File: src/hdl/nes_pkg.sv
////////////////////////////////////////////////////////////
// Shared types and constants of the cartridge input side
// Memory is byte addressed, 22 bits, CHR space starts at 2 MB
////////////////////////////////////////////////////////////

package nes_pkg;

	////////////////////////////////////////////////////////////
	// Data widths

	typedef logic [7:0]  byte_t;         // Stream and memory data
	typedef logic [21:0] mem_addr_t;     // Cartridge memory byte address
	typedef logic [23:0] stream_addr_t;  // Offset in the download stream
	typedef logic [7:0]  file_type_t;    // Host file index
	typedef logic [31:0] mapper_flags_t; // Packed load result
	typedef logic [7:0]  pad_t;          // Host button order
	typedef logic [23:0] serial_t;       // One controller port
	typedef logic [31:0] cheat_word_t;

	typedef enum logic [2:0] {
		LOAD_HEADER,
		LOAD_PRG,
		LOAD_CHR,
		LOAD_DONE,
		LOAD_ERROR
	} loader_state_t;

	////////////////////////////////////////////////////////////
	// iNES layout

	localparam int HEADER_BYTES   = 16;
	localparam int PRG_PAGE_BYTES = 16384;
	localparam int CHR_PAGE_BYTES = 8192;

	localparam mem_addr_t CHR_BASE = 22'h200000;

	// "NES" followed by EOF
	localparam logic [31:0] NES_SIGNATURE = {8'h4E, 8'h45, 8'h53, 8'h1A};

	// Cheat records come in under the last file index
	localparam file_type_t CHEAT_FILE_TYPE = '1;

	////////////////////////////////////////////////////////////
	// Controllers and options

	// Multitap signature bytes, shifted out after pads C and D
	localparam byte_t PORT3_ID = 8'h08;
	localparam byte_t PORT4_ID = 8'h04;

	localparam int CFG_INVERT_BIT   = 0;
	localparam int CFG_SWAP_BIT     = 1;
	localparam int CFG_MULTITAP_BIT = 2;

endpackage
File: src/hdl/loader_status_if.sv
////////////////////////////////////////////////////////////
// Loader result towards the configuration block
// done is a one-cycle pulse, error is valid with it
////////////////////////////////////////////////////////////

interface loader_status_if;
	import nes_pkg::*;

	mapper_flags_t flags;
	logic          done;
	logic          error;
	logic          busy;   // Payload transfer in progress

	modport loader (
		output flags,
		output done,
		output error,
		output busy
	);

	modport cfg (
		input flags,
		input done,
		input error,
		input busy
	);

endinterface

File: src/hdl/nes_cart_io.sv
////////////////////////////////////////////////////////////
// Cartridge download and controller input side of the core
// Byte strobes are single cycle, nothing is ever stalled
////////////////////////////////////////////////////////////

module nes_cart_io #(
	parameter int MAX_PRG_PAGES = 128
) (
	input  logic                   clk,
	input  logic                   reset_nes,
	input  logic                   cfg_wr,
	input  logic [2:0]             cfg_data,
	input  logic                   download,
	input  nes_pkg::file_type_t    file_type,
	input  logic                   byte_valid,
	input  nes_pkg::stream_addr_t  byte_addr,
	input  nes_pkg::byte_t         byte_data,
	input  nes_pkg::pad_t          joy_a,
	input  nes_pkg::pad_t          joy_b,
	input  nes_pkg::pad_t          joy_c,
	input  nes_pkg::pad_t          joy_d,
	input  logic                   joypad_strobe,
	input  logic [1:0]             joypad_clock,
	output nes_pkg::mem_addr_t     mem_addr,
	output nes_pkg::byte_t         mem_data,
	output logic                   mem_write,
	output logic                   loader_busy,
	output nes_pkg::mapper_flags_t mapper_flags,
	output logic                   load_error,
	output logic [1:0]             joypad_data,
	output nes_pkg::cheat_word_t   cheat_flags,
	output nes_pkg::cheat_word_t   cheat_address,
	output nes_pkg::cheat_word_t   cheat_compare,
	output nes_pkg::cheat_word_t   cheat_replace,
	output logic                   cheat_valid
);

	logic invert_mirroring;
	logic port_swap;
	logic multitap;
	logic rom_load;
	logic cheat_load;

	loader_status_if u_loader_status ();

	assign mem_data = byte_data; // Payload goes to memory as received

	nes_config u_nes_config (
		.clk              (clk),
		.reset_nes        (reset_nes),
		.cfg_wr           (cfg_wr),
		.cfg_data         (cfg_data),
		.download         (download),
		.file_type        (file_type),
		.status           (u_loader_status),
		.invert_mirroring (invert_mirroring),
		.port_swap        (port_swap),
		.multitap         (multitap),
		.rom_load         (rom_load),
		.cheat_load       (cheat_load),
		.mapper_flags     (mapper_flags),
		.load_error       (load_error),
		.loader_busy      (loader_busy)
	);

	ines_loader #(
		.MAX_PRG_PAGES (MAX_PRG_PAGES)
	) u_ines_loader (
		.clk              (clk),
		.reset_nes        (reset_nes),
		.rom_load         (rom_load),
		.byte_valid       (byte_valid),
		.byte_data        (byte_data),
		.invert_mirroring (invert_mirroring),
		.mem_addr         (mem_addr),
		.mem_write        (mem_write),
		.status           (u_loader_status)
	);

	joypad_port u_joypad_port (
		.clk           (clk),
		.reset_nes     (reset_nes),
		.joy_a         (joy_a),
		.joy_b         (joy_b),
		.joy_c         (joy_c),
		.joy_d         (joy_d),
		.port_swap     (port_swap),
		.multitap      (multitap),
		.joypad_strobe (joypad_strobe),
		.joypad_clock  (joypad_clock),
		.joypad_data   (joypad_data)
	);

	cheat_collector u_cheat_collector (
		.clk           (clk),
		.reset_nes     (reset_nes),
		.cheat_load    (cheat_load),
		.byte_valid    (byte_valid),
		.byte_addr     (byte_addr),
		.byte_data     (byte_data),
		.cheat_flags   (cheat_flags),
		.cheat_address (cheat_address),
		.cheat_compare (cheat_compare),
		.cheat_replace (cheat_replace),
		.cheat_valid   (cheat_valid)
	);

endmodule

File: src/hdl/cheat_collector.sv
////////////////////////////////////////////////////////////
// Cheat record assembly, 16 bytes, little endian fields
// Only the low four stream address bits select the slot
////////////////////////////////////////////////////////////

module cheat_collector (
	input  logic                  clk,
	input  logic                  reset_nes,
	input  logic                  cheat_load,
	input  logic                  byte_valid,
	input  nes_pkg::stream_addr_t byte_addr,
	input  nes_pkg::byte_t        byte_data,
	output nes_pkg::cheat_word_t  cheat_flags,
	output nes_pkg::cheat_word_t  cheat_address,
	output nes_pkg::cheat_word_t  cheat_compare,
	output nes_pkg::cheat_word_t  cheat_replace,
	output logic                  cheat_valid
);
	import nes_pkg::*;

	cheat_word_t words [4]; // Flags, address, compare, replace
	logic        take;

	assign take = cheat_load && byte_valid;

	// Bits 3:2 pick the word, bits 1:0 the byte lane
	always_ff @(posedge clk) begin
		if (take)
			words[byte_addr[3:2]][{byte_addr[1:0], 3'b000} +: 8] <= byte_data;
	end

	always_ff @(posedge clk) begin
		if (reset_nes)
			cheat_valid <= 1'b0;
		else
			cheat_valid <= take && (byte_addr[3:0] == 4'hF);
	end

	assign cheat_flags   = words[0];
	assign cheat_address = words[1];
	assign cheat_compare = words[2];
	assign cheat_replace = words[3];

endmodule

File: src/hdl/joypad_port.sv
////////////////////////////////////////////////////////////
// Two NES controller shift ports, 24 bits each
// joypad_clock is sampled twice, no other synchronizer
////////////////////////////////////////////////////////////

module joypad_port (
	input  logic          clk,
	input  logic          reset_nes,
	input  nes_pkg::pad_t joy_a,
	input  nes_pkg::pad_t joy_b,
	input  nes_pkg::pad_t joy_c,
	input  nes_pkg::pad_t joy_d,
	input  logic          port_swap,
	input  logic          multitap,
	input  logic          joypad_strobe,
	input  logic [1:0]    joypad_clock,
	output logic [1:0]    joypad_data
);
	import nes_pkg::*;

	serial_t    shift_q [2];
	serial_t    load_val [2];
	logic [1:0] clock_smp;
	logic [1:0] clock_prev;
	logic [1:0] clock_fall;

	// Host order to NES order, A leaves first
	function automatic pad_t to_nes(input pad_t host);
		return {host[0], host[1], host[2], host[3], host[7], host[6], host[5], host[4]};
	endfunction

	// Without multitap the upper bits read as released buttons
	assign load_val[0] = {multitap ? {PORT3_ID, to_nes(joy_c)} : 16'hFFFF,
		to_nes(port_swap ? joy_b : joy_a)};
	assign load_val[1] = {multitap ? {PORT4_ID, to_nes(joy_d)} : 16'hFFFF,
		to_nes(port_swap ? joy_a : joy_b)};

	assign clock_fall = clock_prev & ~clock_smp;

	always_ff @(posedge clk) begin
		if (reset_nes) begin
			clock_smp   <= '0;
			clock_prev  <= '0;
			joypad_data <= '0;
			for (int p = 0; p < 2; p++)
				shift_q[p] <= '0;
		end else begin
			clock_smp  <= joypad_clock;
			clock_prev <= clock_smp;
			for (int p = 0; p < 2; p++) begin
				joypad_data[p] <= shift_q[p][0];
				if (joypad_strobe)
					shift_q[p] <= load_val[p];     // Keeps reloading while strobe is high
				else if (clock_fall[p])
					shift_q[p] <= shift_q[p] >> 1; // Zero fill
			end
		end
	end

endmodule

File: src/hdl/ines_loader.sv
////////////////////////////////////////////////////////////
// iNES loader, header bytes are kept here and never written out
// No trainer support, PRG page count limited by MAX_PRG_PAGES
// Every byte strobe is taken, there is no back-pressure
////////////////////////////////////////////////////////////

module ines_loader #(
	parameter int MAX_PRG_PAGES = 128
) (
	input  logic               clk,
	input  logic               reset_nes,
	input  logic               rom_load,
	input  logic               byte_valid,
	input  nes_pkg::byte_t     byte_data,
	input  logic               invert_mirroring,
	output nes_pkg::mem_addr_t mem_addr,
	output logic               mem_write,
	loader_status_if.loader    status
);
	import nes_pkg::*;

	localparam int HDR_IDX_W = $clog2(HEADER_BYTES);

	loader_state_t        state;
	logic [HDR_IDX_W-1:0] hdr_idx;
	logic [HDR_IDX_W-1:0] hdr_slot;
	byte_t                ines [HEADER_BYTES];
	mem_addr_t            bytes_left;
	logic                 rom_load_q;
	logic                 load_start;
	logic                 hdr_take;
	logic                 take;
	logic                 last_byte;
	logic                 header_ok;
	logic                 is_nes20;
	logic                 is_dirty;
	logic                 chr_ram;
	logic                 done;
	logic                 error;
	logic                 busy;
	byte_t                prg_pages;
	byte_t                chr_pages;

	// Smallest n with pages <= 2**n, saturating at 7
	function automatic logic [2:0] size_code(input byte_t pages);
		logic [2:0] code;
		code = 3'd7;
		for (int n = 6; n >= 0; n--) begin
			if (int'(pages) <= (1 << n))
				code = n[2:0];
		end
		return code;
	endfunction

	////////////////////////////////////////////////////////////
	// Header decode

	assign prg_pages = ines[4];
	assign chr_pages = ines[5];
	assign chr_ram   = (chr_pages == '0);
	assign is_nes20  = (ines[7][3:2] == 2'b10);

	// Old dumps often carry junk in the tail bytes
	assign is_dirty = !is_nes20 && |{ines[9][7:1], ines[10], ines[11], ines[12],
		ines[13], ines[14], ines[15]};

	assign header_ok = ({ines[0], ines[1], ines[2], ines[3]} == NES_SIGNATURE)
		&& !ines[6][2]                   // Trainer present
		&& (prg_pages <= MAX_PRG_PAGES);

	assign status.flags = {6'b0, ines[6][1], is_nes20 ? ines[8] : 8'h00, ines[6][3], chr_ram,
		ines[6][0] ^ invert_mirroring, size_code(chr_pages), size_code(prg_pages),
		is_dirty ? 4'h0 : ines[7][7:4], ines[6][7:4]};

	assign status.done  = done;
	assign status.error = error;
	assign status.busy  = busy;

	////////////////////////////////////////////////////////////
	// Byte acceptance

	assign load_start = rom_load && !rom_load_q;
	assign hdr_take   = byte_valid && rom_load && (load_start || state == LOAD_HEADER);
	assign hdr_slot   = load_start ? '0 : hdr_idx; // First byte may arrive with the start
	assign take = byte_valid && rom_load && !load_start && (bytes_left != '0)
		&& (state == LOAD_PRG || state == LOAD_CHR);
	assign last_byte = (bytes_left == '0) || (take && bytes_left == mem_addr_t'(1));

	assign mem_write = take;

	always_ff @(posedge clk) begin
		if (hdr_take)
			ines[hdr_slot] <= byte_data;
	end

	always_ff @(posedge clk) begin
		if (reset_nes) begin
			state      <= LOAD_HEADER;
			hdr_idx    <= '0;
			bytes_left <= '0;
			mem_addr   <= '0;
			rom_load_q <= 1'b0;
			done       <= 1'b0;
			error      <= 1'b0;
			busy       <= 1'b0;
		end else begin
			rom_load_q <= rom_load;
			done       <= 1'b0;
			if (load_start) begin
				state   <= LOAD_HEADER;
				hdr_idx <= byte_valid ? HDR_IDX_W'(1) : '0;
				error   <= 1'b0;
				busy    <= 1'b0;
			end else begin
				case (state)
				LOAD_HEADER: begin
					if (hdr_take) begin
						hdr_idx <= hdr_idx + 1'b1;
						if (hdr_idx == HDR_IDX_W'(HEADER_BYTES - 1)) begin
							busy <= 1'b1;
							if (header_ok) begin
								state      <= LOAD_PRG;
								mem_addr   <= '0;
								bytes_left <= mem_addr_t'(prg_pages * PRG_PAGE_BYTES);
							end else begin
								state <= LOAD_ERROR;
							end
						end
					end
				end
				LOAD_PRG, LOAD_CHR: begin
					if (take) begin
						bytes_left <= bytes_left - 1'b1;
						mem_addr   <= mem_addr + 1'b1;
					end
					if (last_byte) begin
						if (state == LOAD_PRG && !chr_ram) begin
							state      <= LOAD_CHR;
							mem_addr   <= CHR_BASE;
							bytes_left <= mem_addr_t'(chr_pages * CHR_PAGE_BYTES);
						end else begin
							state <= LOAD_DONE;
							done  <= 1'b1;
							busy  <= 1'b0;
						end
					end
				end
				LOAD_ERROR: begin
					state <= LOAD_DONE;
					done  <= 1'b1;
					error <= 1'b1;
					busy  <= 1'b0;
				end
				default: ; // Idle until the next download
				endcase
			end
		end
	end

endmodule

File: src/hdl/nes_config.sv
////////////////////////////////////////////////////////////
// User options, stream steering and last load result
// Options apply one cycle after the cfg_wr strobe
////////////////////////////////////////////////////////////

module nes_config (
	input  logic                   clk,
	input  logic                   reset_nes,
	input  logic                   cfg_wr,
	input  logic [2:0]             cfg_data,
	input  logic                   download,
	input  nes_pkg::file_type_t    file_type,
	loader_status_if.cfg           status,
	output logic                   invert_mirroring,
	output logic                   port_swap,
	output logic                   multitap,
	output logic                   rom_load,
	output logic                   cheat_load,
	output nes_pkg::mapper_flags_t mapper_flags,
	output logic                   load_error,
	output logic                   loader_busy
);
	import nes_pkg::*;

	logic is_cheat;

	// Anything that is not a cheat file goes to the ROM loader
	assign is_cheat   = (file_type == CHEAT_FILE_TYPE);
	assign rom_load   = download && !is_cheat;
	assign cheat_load = download && is_cheat;

	assign loader_busy = status.busy;

	always_ff @(posedge clk) begin
		if (reset_nes) begin
			invert_mirroring <= 1'b0;
			port_swap        <= 1'b0;
			multitap         <= 1'b0;
		end else if (cfg_wr) begin
			invert_mirroring <= cfg_data[CFG_INVERT_BIT];
			port_swap        <= cfg_data[CFG_SWAP_BIT];
			multitap         <= cfg_data[CFG_MULTITAP_BIT];
		end
	end

	// Keep result of the last finished load
	always_ff @(posedge clk) begin
		if (reset_nes) begin
			mapper_flags <= '0;
			load_error   <= 1'b0;
		end else if (status.done) begin
			mapper_flags <= status.flags;
			load_error   <= status.error;
		end
	end

endmodule

File: config.mk
export PLATFORM = sky130hd
export DESIGN_NAME = nes_cart_io
export DESIGN_NICKNAME = d
export VERILOG_FILES = /design/src/hdl/nes_pkg.sv /design/src/hdl/loader_status_if.sv /design/src/hdl/nes_cart_io.sv /design/src/hdl/cheat_collector.sv /design/src/hdl/joypad_port.sv /design/src/hdl/ines_loader.sv /design/src/hdl/nes_config.sv
export SDC_FILE = /design/constraint.sdc
export NUM_CORES = 1
export LEC_CHECK = 0
export ABC_AREA = 1
export BUFFER_PORTS_ARGS = -buffer_cell sky130_fd_sc_hd__buf_2
export CAP_MARGIN = 20
export CORE_ASPECT_RATIO = 0.9
export CORE_MARGIN = 10
export CORE_UTILIZATION = 56
export CTS_CLUSTER_SIZE = 40
export DETAILED_ROUTE_END_ITERATION = 12
export PLACE_DENSITY = 0.8
export SLEW_MARGIN = 0
export SYNTH_ARGS = -nofsm -noshare
export SYNTH_HDL_FRONTEND = slang
export SYNTH_SLANG_ARGS = --single-unit
File: constraint.sdc
create_clock -name clk -period 2.85 [get_ports clk]
set_clock_uncertainty 0.2 [all_clocks]
set_input_delay 0.7125 -clock clk [delete_from_list [all_inputs] [get_ports clk]]
set_output_delay 0.7125 -clock clk [all_outputs]
set_load 0.01 [all_outputs]
==> Yosys cells after proc, flatten, opt, wreduce, memory -nomap -nowiden <==
Memory sizes are Yosys's and may differ from the RTL's.
Cells that the tools add are included.
{ "word_totals": {"regBits": 92, "ramBits": 304, "out_inout_bits": 196, "elab_cells": 176, "mem_count": 3} }
{ "op_classes": {"n_addsub": 4, "order_cmp": 15, "eq_ne": 14, "shift": 2, "mux": 74, "bitwise_logic": 8, "n_reduce_logical": 39} }
{ "memory_table": {"columns": ["name", "words", "width", "rd", "rd_clocked_by_memory_dff", "wr", "line_no", "source"], "rows": [
  ["u_cheat_collector.words", 4, 32, 4, 0, 1, "cheat_collector.sv:21", "cheat_word_t words [4];"],
  ["u_ines_loader.ines", 16, 8, 16, 0, 1, "ines_loader.sv:27", "byte_t ines [HEADER_BYTES];"],
  ["u_joypad_port.shift_q", 2, 24, 2, 0, 2, "joypad_port.sv:21", "serial_t shift_q [2];"]
]} }
{ "op_table": {"columns": ["op", "n"], "rows": [
  ["22-bit two-way mux", 12],
  ["24-bit two-way mux", 4],
  ["22-bit one-hot mux with 2 select lines", 2],
  ["55-bit OR reduction", 1],
  ["3-bit two-way mux", 12],
  ["32-bit by 31-bit == test with 1-bit output (second input constant)", 1],
  ["16-bit two-way mux", 2],
  ["32-bit two-way mux", 1],
  ["8-bit by 7-bit variable shift with 32-bit output (first input constant)", 1],
  ["8-bit by 7-bit variable part select with 32-bit output", 1],
  ["1-bit two-way mux", 26],
  ["8-bit two-way mux", 3],
  ["22-bit by 1-bit adder with 22-bit output (second input constant)", 1],
  ["22-bit by 1-bit == test with 1-bit output (second input constant)", 1],
  ["22-bit zero test", 1],
  ["22-bit nonzero test", 1],
  ["22-bit by 1-bit subtractor with 22-bit output (second input constant)", 1],
  ["4-bit two-way mux", 5],
  ["8-bit by 1-bit less-or-equal comparator with 1-bit output (second input constant)", 2],
  ["8-bit by 2-bit less-or-equal comparator with 1-bit output (second input constant)", 2],
  ["8-bit by 3-bit less-or-equal comparator with 1-bit output (second input constant)", 2],
  ["8-bit by 4-bit less-or-equal comparator with 1-bit output (second input constant)", 2],
  ["8-bit by 5-bit less-or-equal comparator with 1-bit output (second input constant)", 2],
  ["8-bit by 6-bit less-or-equal comparator with 1-bit output (second input constant)", 2],
  ["32 further kinds", 68]
]} }

==> Longest topological paths before layout <==
{ "depth": {"word_depth": 12, "depth_mapped": 15} }

==> Modules after synthesis <==
From an unflattened synthesis, not the netlist that was laid out.
{ "unflattened": {"cells_unflattened": 1616, "area_unflattened_um2": 16886.2} }
{ "by_module_without_submodules": {"columns": ["mod", "n_inst", "cells_each", "area_each_um2", "seq_area_each_um2"], "rows": [
  ["ines_loader", 1, 915, 8386.8, 4854.7],
  ["cheat_collector", 1, 236, 4418.0, 3863.7],
  ["joypad_port", 1, 289, 2607.5, 1551.5],
  ["nes_config", 1, 168, 1413.9, 720.7],
  ["nes_cart_io", 1, 8, 60.1, 0.0]
]} }

==> Worst setup path after synthesis <==
OpenSTA, ideal clock, no wires.
{ "synth_path": {"path_kind": "input -> register", "from": "input port file_type[1]", "to": "memory u_ines_loader.ines[14][0] in the netlist's numbering (enable)", "arrival_time_ns": 2.065, "path_slack_ns": 0.215, "cell_stages": 11, "path_cell_list": "nand2_1 nor2_1 nand2_2 nand2_1 nor2_2 inv_2 nand2_1 inv_2 nor2_2 nand4_1 nor2_1"} }
{ "synth_via": {"elab_chain_len": 8, "word_cells_on_any_way": 10, "classes_between": "1 x eq/ne; 3 x mux; 6 x reduce/logical"} }
{ "synth_lines": {"columns": ["item", "line_no", "source"], "rows": [
  ["from (decl)", "nes_cart_io.sv:14", "input nes_pkg::file_type_t file_type,"],
  ["8-bit == test *", "nes_config.sv:28", "assign is_cheat = (file_type == CHEAT_FILE_TYPE);"],
  ["1-bit zero test *", "nes_config.sv:29", "assign rom_load = download && !is_cheat;"],
  ["1-bit logical AND *", "nes_config.sv:29", null],
  ["1-bit logical AND", "ines_loader.sv:82", "assign load_start = rom_load && !rom_load_q;"],
  ["1-bit logical OR", "ines_loader.sv:83", "assign hdr_take = byte_valid && rom_load && (load_start || state == LOAD_HEADER);"],
  ["1-bit logical AND", "ines_loader.sv:83", null],
  ["1-bit two-way mux", "ines_loader.sv:92", "if (hdr_take)"],
  ["1-bit two-way mux (implied by the code)", "ines_loader.sv:93", "ines[hdr_slot] <= byte_data;"],
  ["to (decl)", "ines_loader.sv:27", null]
]} }
Mark *: on every way between the ends. The rest lies on a longest branch, timed or not.

==> Worst setup path in the final report <==
{ "layout_path": {"from": "register u_ines_loader.bytes_left[0]", "to": "output port mem_write"} }
{ "layout_via": {"elab_chain_len": 3} }
{ "layout_lines": {"columns": ["item", "line_no", "source"], "rows": [
  ["from (decl)", "ines_loader.sv:28", "mem_addr_t bytes_left;"],
  ["from (signal assigned)", "ines_loader.sv:124", "bytes_left <= mem_addr_t'(prg_pages * PRG_PAGE_BYTES);"],
  ["from (signal assigned)", "ines_loader.sv:133", "bytes_left <= bytes_left - 1'b1;"],
  ["from (signal assigned)", "ines_loader.sv:140", "bytes_left <= mem_addr_t'(chr_pages * CHR_PAGE_BYTES);"],
  ["22-bit nonzero test", "ines_loader.sv:85", "assign take = byte_valid && rom_load && !load_start && (bytes_left != '0)"],
  ["1-bit logical AND", "ines_loader.sv:85", null],
  ["1-bit logical AND", "ines_loader.sv:86", "&& (state == LOAD_PRG || state == LOAD_CHR);"],
  ["to (decl)", "nes_cart_io.sv:26", "output logic mem_write,"]
]} }
Every way passes these cells.

==> run summary <==
Hold WC Path Type - in -> reg
Insertion delay to the later sink of the worst-skew pair - 550 ps
Synthesized instance count - 1,449
Number of fillers in the final layout - 2,007
Die ar. - 35,300 um^2
CTS tree - yes
Crit path kind - reg -> out
Fin Setup TNS - 0 ps
CP top delay family - simple AND/OR/NAND/NOR gates
IO Pins - 279
Die Span Y - 179 um
Buffers on Ports - 252
#FFs+latches synth - 393
CP arrival - 1840 ps
Most used cell, CP - nor2_2
Maximum VDD drop - 0.000672 V
First-pass GRT wire length - 61,800 um
Gr usage total - 0.221
Seq/Total Area, Yosys - 0.690
FF-to-FF End - u_ines_loader.ines[6][6]$_DFFE_PP_
Overall power - 11.9 mW
Core area - 27,900 um^2
Tightest Pin Transition - 724 ps
Achievable Freq - 363 MHz
Worst Hold Launch - joypad_clock[0]
Gp weighted congestion - 0.902
WHS Path Cells - 3
Buf+Inv Stages, Crit Path - 3
Int Power - 9.43 mW
Switching pwr - 2.45 mW
Critical Path Source Type - flop
Synth unique cells - 42
Sw frac - 0.206
Post-layout nets - 1,862
Placed cell areas - 17,700 um^2
CP max stage cell - dfxtp_2
Power Dens Cells - 622 nW/um^2
# Max-Cap Violations - 0
Crit. End Element - output port
Outcome - finished clean
Slew headroom - 0.517
RSZ-0062 raised after global routing - no
Max-slew violation count - 0
Dpl ws - -91.0 ps
Worst R2R Path Depth - 12
# hold bufs at CTS - 0
Antenna violations before repair - 1
Post-placement cell count - 2,084
Clock-pin transition on the worst setup and hold timing paths - 60 ps
GR Overflow Total - 0
Via count - 11,600
Crit path largest cell delay - 330 ps
Via density - 5.37
Reg area - 10,900 um^2
Num CTS Buffers - 40
Per-cell routed wire length - 18.5 um
Pleak - 7.54 nW
Synth warn - 0
Crit path time final - 2750 ps
DRC Markers - 0
Clock power share - 0.444
Fraction of layout cells with a size suffix above 1 - 0.242
Max Buffers Root-to-Sink - 3
WHS - 194 ps
CTS root buf - clkbuf_16
Antenna Nets Post-Route - 0
Finished Core Util - 0.686
Synthesized cell area - 15,800 um^2
Worst-path cell chain - inv_2 -> ha_2 -> nand2_2 -> nor2_2 -> nand3_2 -> nand2_1 -> nor2_2 -> buf_12 -> buf_2
Reg2Reg Launch Point - u_ines_loader.state[0]$_SDFFE_PP0P_
Reg2Reg Setup Slack - 290 ps
Area grow syn2layout - 21.3%
Vias in the first global route - 11,500
Largest net degree at the start of global routing - 36
Seq pwr share - 0.527
Min-Delay Endpoint - u_joypad_port.clock_smp[0]$_SDFF_PP0_
Initial core utilization - 0.566
CP max FO - 5
Setup ws final - 96.5 ps
Syn avg cell area - 10.9 um^2
Final Cell Area - 19,100 um^2
DRT Pass-1 Iters - 5
HPWL after DPL - 28,000 um
Diode count - 0
Fin. Hold Viols - 0
Rows - 58
CTS Sinks - 393
Area of the multi-input gates - 4100 um^2
Endpoints failing setup - 0
WP data required - 1940 ps
Cell Count, Final, Fillers Out - 2,158
H-tree depth - 2
Comb pwr share - 0.029
DRT Wirelength - 40,000 um
Fin crit share - 0.966
Die W - 197 um
Initial DRC Count - 1,029
[power by group through the flow]
stage | sequential, mW | clock (mW) | combinational [mW]
2_1_floorplan | 6.37 | 0 | 0.182
3_3_place_gp | 6.38 | 0 | 0.333
3_5_place_dp | 6.38 | 0 | 0.345
4_1_cts | 6.26 | 5.34 | 0.347
5_1_grt | 6.26 | 5.54 | 0.385
6_report | 6.26 | 5.28 | 0.345
[cell families after synthesis]
kind of cell / count (synthesis) / synth area share
AO/OA/AOI/OAI: 174 / 0.0582
XOR/XNOR: 22 / 0.0122
flip-flops: 393 / 0.690
multiplexers: 1 / 0.000635
AND/OR/NAND/NOR: 653 / 0.178
other: 1 / 0.000238
adder cells (fa/ha/maj): 10 / 0.00794
buffers and inverters: 195 / 0.0529
[cell usage after synthesis]
cell type / number / area share
clkbuf_1: 18 / 0.0043
nor3b_1: 7 / 0.0033
buf_2: 7 / 0.0022
nor4_1: 15 / 0.0060
nor3_1: 16 / 0.0051
buf_1: 3 / 0.00071
edfxtp_1: 300 / 0.57
dfxtp_1: 93 / 0.12
buf_6: 3 / 0.0021
a41oi_1: 1 / 0.00056
o21ai_0: 84 / 0.027
o22ai_1: 1 / 0.00040
nand4_1: 17 / 0.0067
xnor2_1: 3 / 0.0017
clkinv_1: 2 / 0.00048
nor2_1: 199 / 0.047
mux2i_1: 1 / 0.00064
nor2_4: 4 / 0.0029
nand3_4: 1 / 0.0011
xor2_1: 19 / 0.011
inv_2: 10 / 0.0024
a21oi_1: 71 / 0.023
a22o_1: 8 / 0.0044
nand2_4: 1 / 0.00071
ha_1: 10 / 0.0079
nor3_2: 1 / 0.00064
nand3_1: 66 / 0.021
o211ai_1: 1 / 0.00048
conb_1: 1 / 0.00024
nand3_2: 1 / 0.00064
buf_8: 1 / 0.00095
buf_4: 16 / 0.0076
inv_1: 135 / 0.032
nor2_2: 23 / 0.0091
nand3b_1: 3 / 0.0014
nand3b_2: 1 / 0.00071
and2_1: 1 / 0.00040
o21ai_1: 3 / 0.00095
nand2_1: 295 / 0.070
a31oi_1: 3 / 0.0012
nand2_2: 2 / 0.00079
o21a_1: 2 / 0.00095
[cell type report]
class / count / area share
sequential: 393 / 0.569
multi-input combinational: 866 / 0.215
timing repair buffer: 321 / 0.0944
clock buffer: 46 / 0.0546
inverter: 147 / 0.0289
tap: 360 / 0.0236
clock inverter: 25 / 0.0151
[worst max-delay path by stage]
| stage | start | to | cells past startpoint |
|---|---|---|---|
| 6_report | u_ines_loader.bytes_left[0]$_SDFFE_PP0P_ | mem_write | 9 |
| 2_1_floorplan | file_type[1] | u_ines_loader.ines[14][0]$_DFFE_PP_ | 11 |
| 5_1_grt | u_ines_loader.bytes_left[0]$_SDFFE_PP0P_ | mem_write | 9 |
| 3_5_place_dp | file_type[3] | u_ines_loader.ines[6][4]$_DFFE_PP_ | 13 |
| 4_1_cts | u_ines_loader.bytes_left[0]$_SDFFE_PP0P_ | mem_write | 9 |
| 3_3_place_gp | file_type[3] | u_ines_loader.ines[6][5]$_DFFE_PP_ | 13 |
[tightest hold or removal path, stage by stage]
cell	delay, ps
buf_2	70
inv_1	40
nor2_1	70
[repair_timing]
| action | in CTS | in global routing |
|---|---|---|
| resized for setup | 5 | 7 |
| pin swaps | 1 | 6 |
| buffers inserted | 1 | 2 |
| endpoints found under the setup margin | 1 | 1 |
[state kept, by name, indices dropped and copies added (netlist names), 2 cells and up]
signal / cells
u_ines_loader.ines: 125
u_ines_loader.hdr_idx: 4
u_joypad_port.clock_smp: 2
u_nes_config.mapper_flags: 26
u_cheat_collector.words: 128
u_ines_loader.mem_addr: 22
u_joypad_port.shift_q: 48
u_joypad_port.joypad_data: 2
u_ines_loader.state: 3
u_joypad_port.clock_prev: 2
u_ines_loader.bytes_left: 22
[cell usage in the layout, fill, tap and decap left out, types with 4 or more instances in the layout]
cell         n
bufinv_16    5
nor3b_1      7
clkinv_2     7
ha_1         9
nor2_4       6
conb_1       6
nor3_1      16
a22o_1       8
clkinv_1     9
buf_4       67
o21ai_0     84
nor2_1     197
nand2_1    293
nor2_2      23
a21oi_1     71
nand4_1     17
edfxtp_1   300
clkbuf_16   40
nand2_2      4
inv_1      133
clkbuf_1     4
nand3_1     65
xor2_1      19
inv_2       12
nor4_1      15
dfxtp_1     91
buf_2      252
[per-layer routing]
metal	up-vias	global-route usage	part of all wire
li1	5515	-	-
met5	-	0	0.00035
met2	494	0.378	0.50
met4	2	0.0618	0.021
met1	5521	0.271	0.39
met3	63	0.0619	0.094
No activity file was read; power rests on OpenSTA's default activity.
